File: src/logic/shadow_macros.svh
// region widths and fill word for the shadow memory block, include wherever a region is sized
`ifndef SHADOW_MACROS_SVH
`define SHADOW_MACROS_SVH

// word address widths of the fixed size regions
`define SHADOW_CHAR_AW 11   // 2k words, 4kB char ram
`define SHADOW_PAL_AW 11    // 2k words, 4kB palette
`define SHADOW_OBJ_AW 10    // 1k words, 2kB object ram

// vram depth follows the board variant
// 14 -> 16k words, compact dump map
// 15 -> 32k words, dump map with tile bank word
`define SHADOW_VRAM_AW_DEFAULT 14

// word seen on the dump port for holes in the map
`define SHADOW_FILL 16'hffff

`endif
File: src/logic/shadow_dump_pkg.sv
// types for the dump side: byte address map, byte data, region tags and readout fsm states
package shadow_dump_pkg;

    // flat byte address into the dump map, bit 0 picks the byte
    typedef logic [16:0] dump_addr_t;

    // one byte handed back per request
    typedef logic [7:0] dump_byte_t;

    // where a dump address lands
    typedef enum logic [2:0] {
        rg_vram,    // video ram
        rg_char,    // character ram
        rg_pal,     // palette ram
        rg_obj,     // object ram
        rg_tile,    // tile bank register, 15 bit map only
        rg_none     // hole, reads as fill
    } region_e;

    // readout fsm
    typedef enum logic [1:0] {
        st_idle,    // waiting for a request
        st_read,    // address held, ram read in flight
        st_hold     // byte on rsp_data until taken
    } readout_state_e;

endpackage

File: src/logic/shadow_bus_pkg.sv
// types for the cpu write side, shared by the bus interface, the decoder and the rams
package shadow_bus_pkg;

    // one video memory word as the cpu writes it
    typedef logic [15:0] word_t;

    // byte write enable after decode, active high
    // bit 1 -> high byte (d15..d8)
    // bit 0 -> low byte (d7..d0)
    typedef logic [1:0] byte_en_t;

    // cpu word address, kept with byte address numbering
    // so the slices match the board schematics: addr[11:1] etc.
    typedef logic [14:1] cpu_addr_t;

endpackage

File: src/logic/shadow_readout.sv
// dump readout: takes one byte request at a time, reads the shadow rams and holds the byte
`timescale 1ns/1ns
`include "shadow_macros.svh"

module shadow_readout #(
    parameter int vram_aw = `SHADOW_VRAM_AW_DEFAULT     // selects the region map
) (
    input  logic                         clk_rom,
    input  logic                         reset,
    // request channel
    input  logic                         req_valid,
    output logic                         req_ready,
    input  shadow_dump_pkg::dump_addr_t  req_addr,
    // shared ram read port
    output logic [vram_aw-1:0]           rd_addr,
    input  shadow_bus_pkg::word_t        vram_q,
    input  shadow_bus_pkg::word_t        char_q,
    input  shadow_bus_pkg::word_t        pal_q,
    input  shadow_bus_pkg::word_t        obj_q,
    input  logic [5:0]                   tile_bank,
    // response channel
    output logic                         rsp_valid,
    input  logic                         rsp_ready,
    output shadow_dump_pkg::dump_byte_t  rsp_data
);
    import shadow_bus_pkg::*;
    import shadow_dump_pkg::*;

    readout_state_e state;
    dump_addr_t     addr_q;     // accepted byte address
    logic           first;      // first hold cycle, byte still comes from the ram
    dump_byte_t     data_q;     // byte kept for the rest of the hold
    region_e        region;
    word_t          sel_word;
    dump_byte_t     sel_byte;

    assign req_ready = (state == st_idle);
    assign rsp_valid = (state == st_hold);
    assign rd_addr   = addr_q[vram_aw:1];  // word address, wider than small rams

    // handshake edge -> st_read, ram edge -> st_hold, so rsp_valid is seen 2 edges later
    always_ff @(posedge clk_rom) begin
        if (reset) begin
            state <= st_idle;
            first <= 1'b0;
        end else begin
            unique case (state)
                st_idle: if (req_valid) state <= st_read;
                st_read: state <= st_hold;           // ram q lands on this edge
                st_hold: if (rsp_ready) state <= st_idle;
                default: state <= st_idle;
            endcase
            first <= (state == st_read);  // high for the first hold cycle only
        end
    end

    always_ff @(posedge clk_rom) begin
        if (req_valid && req_ready) begin
            addr_q <= req_addr;
        end
        if (first) begin
            data_q <= sel_byte;  // freeze, later cpu writes must not leak in
        end
    end

    // region map, picked by the vram width
    always_comb begin
        region = rg_none;
        if (vram_aw == 14) begin
            casez (addr_q[15:11])    // bit 16 ignored, map mirrors
                5'b0????: region = rg_vram;  // 32kB
                5'b1000?: region = rg_char;  // 4kB
                5'b1001?: region = rg_pal;   // 4kB
                5'b10100: region = rg_obj;   // 2kB
                default:  region = rg_none;
            endcase
        end else if (!addr_q[16]) begin
            region = rg_vram;               // full 64kB
        end else begin
            case (addr_q[15:12])
                4'h0:    region = rg_char;
                4'h1:    region = rg_pal;
                4'h2:    region = addr_q[11] ? rg_tile : rg_obj;
                default: region = rg_none;
            endcase
        end
    end

    always_comb begin
        unique case (region)
            rg_vram: sel_word = vram_q;
            rg_char: sel_word = char_q;
            rg_pal:  sel_word = pal_q;
            rg_obj:  sel_word = obj_q;
            rg_tile: sel_word = {10'd0, tile_bank};  // readable bank register
            default: sel_word = `SHADOW_FILL;
        endcase
    end

    // big endian byte order, even address is the upper byte
    assign sel_byte = addr_q[0] ? sel_word[7:0] : sel_word[15:8];

    assign rsp_data = first ? sel_byte : data_q;

endmodule

File: config.mk
export PLATFORM = sky130hd
export DESIGN_NAME = shadow_readout
export DESIGN_NICKNAME = d
export VERILOG_FILES = /design/src/logic/shadow_dump_pkg.sv /design/src/logic/shadow_bus_pkg.sv /design/src/logic/shadow_readout.sv
export VERILOG_INCLUDE_DIRS = /design/src /design/src/logic
export SDC_FILE = /design/constraint.sdc
export NUM_CORES = 1
export LEC_CHECK = 0
export BUFFER_PORTS_ARGS = -buffer_cell sky130_fd_sc_hd__buf_4
export CORE_MARGIN = 10
export CORE_UTILIZATION = 37
export DETAILED_ROUTE_END_ITERATION = 12
export HOLD_SLACK_MARGIN = 0.1
export PLACE_DENSITY = 0.78
export SKIP_CTS_REPAIR_TIMING = 1
export SLEW_MARGIN = 20
export SYNTH_ARGS = -nofsm -noshare
export SYNTH_HDL_FRONTEND = slang
export SYNTH_SLANG_ARGS = --single-unit
File: constraint.sdc
create_clock -name clk_rom -period 2.1 [get_ports clk_rom]
set_input_delay 0.42 -clock clk_rom [delete_from_list [all_inputs] [get_ports clk_rom]]
set_output_delay 0.42 -clock clk_rom [all_outputs]
set_load 0.1 [all_outputs]
Word-level counts from Yosys, hierarchy flattened
Cells that the tools add are included.
{"block": "word_totals", "regBits": 27, "latch_bits": 0, "ramBits": 0, "rom_bits": 0, "in_bits": 91, "out_inout_bits": 24, "elab_cells": 27, "memories": 0}
{"block": "classes", "n_addsub": 0, "n_mul": 0, "n_div": 0, "order_cmp": 0, "n_eq_ne": 11, "shifts": 0, "n_mux": 7, "bitwise": 1, "reduce_logical": 4}
{"op": "16-bit case mux with 5 select lines", "count": 1}
{"op": "8-bit two-way mux", "count": 2}
{"op": "3-bit case mux with 4 select lines", "count": 1}
{"op": "4-bit == test (second input constant)", "count": 2}
{"op": "3-bit by 2-bit == test with 1-bit output (second input constant)", "count": 2}
{"op": "2-bit case mux with 3 select lines", "count": 1}
{"op": "5-bit == test (second input constant)", "count": 1}
{"op": "2-bit two-way mux", "count": 2}
{"op": "3-bit by 1-bit == test with 1-bit output (second input constant)", "count": 1}
{"op": "3-bit == test (second input constant)", "count": 1}
{"op": "3-bit logical NOT", "count": 1}
{"op": "2-bit by 1-bit == test with 1-bit output (second input constant)", "count": 1}
{"op": "2-bit == test (second input constant)", "count": 1}
{"op": "2-bit logical NOT", "count": 1}
{"op": "2-bit by 1-bit != test with 1-bit output (second input constant)", "count": 1}
{"op": "2-bit != test (second input constant)", "count": 1}
{"op": "2-bit AND reduction", "count": 1}
{"op": "1-bit logical AND", "count": 1}
{"op": "1-bit NOT", "count": 1}

Logic depth before layout (Yosys ltp)
{"block": "depth", "depth_word": 6, "mapped_depth": 6, "mapped_depth_nobuf": 4}

Worst setup path before layout
OpenSTA, ideal clock, no wires.
{"block": "synth_timing", "path_type": "register to register", "startpoint": "register addr_q[14]", "endpoint": "register data_q[0]", "setup_ns": 0.472, "arrival_ns": 4.737, "required_time_ns": 1.628, "setup_slack_ns": -3.109, "path_stages_with_launch": 7, "path_buffers": 2, "synth_period_minus_slack_ns": 5.209, "cell_sequence": "edfxtp_1 > or3b_1 > buf_2 > buf_6 > o2bb2ai_2 > o32ai_1 > a2111oi_1"}
{"block": "synth_via", "elab_chain_cells": 6, "elab_cells_between_ends": 12, "classes_between": "eq/ne: 7; mux: 4; reduce/logical: 1"}
{"item": "start: declaration", "line": "shadow_readout.sv:30", "rtl": "dump_addr_t addr_q;"}
{"item": "start signal: assignment", "line": "shadow_readout.sv:59", "rtl": "addr_q <= req_addr;"}
{"item": "5-bit == test or 4-bit == test (tied branches)", "line": "shadow_readout.sv:70", "rtl": "casez (addr_q[15:11])"}
{"item": "3-bit case mux with 4 select lines (*)", "line": "shadow_readout.sv:70"}
{"item": "3-bit == test (tied with other cells)", "line": "shadow_readout.sv:90", "rtl": "unique case (region)"}
{"item": "16-bit case mux with 5 select lines (*)", "line": "shadow_readout.sv:90"}
{"item": "8-bit two-way mux (*)", "line": "shadow_readout.sv:101", "rtl": "assign sel_byte = addr_q[0] ? sel_word[7:0] : sel_word[15:8];"}
{"item": "8-bit two-way mux (*)"}
{"item": "named net rsp_data[0]", "line": "shadow_readout.sv:24", "rtl": "output shadow_dump_pkg::dump_byte_t rsp_data"}
{"item": "end signal: assignment", "line": "shadow_readout.sv:62", "rtl": "data_q <= sel_byte;"}
{"item": "end: declaration", "line": "shadow_readout.sv:32", "rtl": "dump_byte_t data_q;"}
Mark *: on every way through the listed nets, which the timed path passes. The rest lies on a longest branch.
A chain may end at the register's enable or synchronous reset.

Worst setup path in the final report
{"block": "layout_timing", "startpoint": "register addr_q[11]", "endpoint": "output port rsp_data[5]"}
{"block": "layout_via", "elab_chain_cells": 6, "elab_cells_between_ends": 10, "classes_between": "eq/ne: 5; mux: 4; reduce/logical: 1"}
{"item": "5-bit == test (*)", "line": "shadow_readout.sv:70"}
{"item": "3-bit case mux with 4 select lines (*)", "line": "shadow_readout.sv:70"}
{"item": "3-bit == test (tied with other cells)", "line": "shadow_readout.sv:90"}
{"item": "16-bit case mux with 5 select lines (*)", "line": "shadow_readout.sv:90"}
{"item": "8-bit two-way mux (*)", "line": "shadow_readout.sv:101"}
{"item": "8-bit two-way mux (*)"}
{"item": "end: declaration", "line": "shadow_readout.sv:24"}
Every way passes the cells marked *; elsewhere a longest branch is shown, timed or not.

==> metrics.txt <==
outcome finished with violations; failing checks setup timing; Synth Register Bits 27; Reg clk slew, reported paths 0.10 ns; CP cell instances o211ai_1 -> nand4b_1 -> buf_12 -> nor4_1 -> a2111oi_4 -> buf_6; Worst path max stage delay 0.48 ns; Slew HR 0.532; Area Growth Syn to Fin 94.1%; Die ar. 7310 um^2; Top Ports 115; commonest non-fill, non-tap cell in the layout buf_4; largest area contributor in the netlist edfxtp_1; Most used DFF post-synth edfxtp_1; Worst-Skew Late Latency 0.27 ns; DIE HEIGHT 85.5 um; die width 85.5 um; drt wl/cell 18.8 um; Starting Density 0.388; critical path endpoint category primary output; share of layout cells above drive strength 1 0.695; Seq/Total Area, Yosys 0.442; Clock Power Share 0.145; Fin Clk Skew 0.00321 ns; Hold Crit Class input port to register; largest net degree at the start of global routing 18; CTS buffer count 3; Vias 1634; Fill cells 276; crit path max-delay cell type edfxtp_1; # port buffers 107; Mean Syn Cell Area 10.7 um^2; Initial DRC Count 53; max-slew violations 0; CTS tree built; first-pass GRT wire length 8.42 mm; Pint 1.21 mW; Sink Count 27; Arr. time, crit path 2.26 ns; post-layout util 0.754; Min Clock Period, post-route 2.68 ns; Post-synth EDFFs 16; Total Wirelength 5.88 mm; final worst-path setup slack -0.576 ns; RSZ-0062 raised after global routing yes; Post-Layout Cell Count 312; Tot GR Track Use 0.141; Least-Margin Pin Slew 0.701 ns; worst slack, placed -0.343 ns; Worst path top cell family by delay simple AND/OR/NAND/NOR gates; Core Area 4090 um^2; fmax 0.374 GHz; DR vias/cell 5.24; Critical Path Source Type register; Yosys warning total 0; fin crit share 1.27; Worst Path Max Fanout 14; Net Sw Frac 0.447; Inserted Diodes 0; global route overflow 0; Area contributors post-synth edfxtp_1, dfxtp_1, mux2i_1; Sequential Power Share 0.305; initial antenna violation count 0; PD cells 708 nW/um^2; Lkg Pwr 1.30 nW; Max VDD drop 516 uV; Routability Congestion 0.801; Psw 974 uW; nets 354; most frequent cells in the layout buf_4, mux2i_1, edfxtp_1, dfxtp_1; placed cell count 302; Buf+Inv Stages, Crit Path 2; final hold vios 0; Row Count 23; critical path type register to primary output; Critical Path RT 1.68 ns; First-pass DRT Iterations 4; Distinct cells, synth 32; post-route ant nets 0; final setup fails 8; Synthesized Nets 239; Post-Synthesis Cells 148; H-tree depth 1; combinational group share of total power 0.550; Max Root-Sink Buffers 2; HPWL after DPL 4.64 mm; Synth top area share 0.303; synthesized area 1590 um^2; clk root buf clkbuf_8; max cap viols 0; Synth async-reset ratio 0; vias in the first global route 1715; DRC 0
## worst register-to-register path, cell delays in order, from the launching register on
cell       delay, ns
edfxtp_1        0.48
o211ai_1        0.30
nand4b_1        0.23
buf_12          0.22
nor4_1          0.40
a2111oi_4       0.12
## synthesized netlist by cell type, types with 2 or more instances
| library cell | count |
|---|---|
| and2b_1 | 2 |
| nand2b_1 | 2 |
| o2bb2ai_2 | 7 |
| nor4_1 | 7 |
| clkbuf_1 | 2 |
| dfxtp_1 | 11 |
| and3_1 | 2 |
| buf_2 | 5 |
| o32ai_1 | 8 |
| edfxtp_1 | 16 |
| mux2i_1 | 16 |
| nor3_1 | 7 |
| nand2_1 | 2 |
| a2111oi_1 | 7 |
| buf_4 | 14 |
| nor2_1 | 18 |
| nor2b_1 | 7 |
## per-stage QoR
stage          setup TNS (ns)  hold slack [ns]  power, mW  area, um^2
2_1_floorplan          -10.92            0.481       1.51        1920
3_3_place_gp            -2.05            0.495       1.77        2810
3_5_place_dp            -2.30            0.503       1.79        2810
4_1_cts                 -4.90            0.298       2.10        2860
5_1_grt                 -5.13            0.297       2.26        3080
6_report                -4.20            0.307       2.18        3080
## path summary, 6_finish.rpt
check                           cells after the start        from  slack, ns           to
worst max-delay path                                6  addr_q[11]      -0.58  rsp_data[5]
worst min-delay path                                2       reset       0.31        first
worst max register to register                      5  addr_q[11]       0.20    data_q[5]
worst min register to register                      2    state[0]       0.51        first
## cell families after synthesis
| family | synth area share |
|---|---|
| AOI/OAI and AO/OA | 0.185 |
| muxes | 0.101 |
| DFF | 0.442 |
| buffers and inverters | 0.0986 |
| and+or+nand+nor | 0.174 |
## registers in the layout, indices dropped and copies added (netlist names)
| name | flops |
|---|---|
| first | 1 |
| state | 2 |
| addr_q | 16 |
| data_q | 8 |
## metal layers
metal  wire (um)  GRT usage
met1        2210      0.148
met5           0          0
met4          11     0.0135
met3         559     0.0602
met2        3100      0.262
## power by group through the flow
stage	sequential, mW	clock [mW]	combinational (mW)
3_5_place_dp	0.676	0	1.11
2_1_floorplan	0.673	0	0.835
5_1_grt	0.674	0.341	1.25
4_1_cts	0.665	0.326	1.11
3_3_place_gp	0.674	0	1.10
6_report	0.665	0.316	1.20
## cell type report
cell class / instances / area [um^2] / share of cell area
multi-input combinational: 97 / 1160 / 0.378
clock buffer: 3 / 41.3 / 0.0134
inverter: 2 / 7.51 / 0.00244
tap: 50 / 62.6 / 0.0203
timing repair buffer: 132 / 1090 / 0.356
sequential: 27 / 701 / 0.228
clock inverter: 1 / 8.76 / 0.00284
Power figures use the tool's default switching activity.
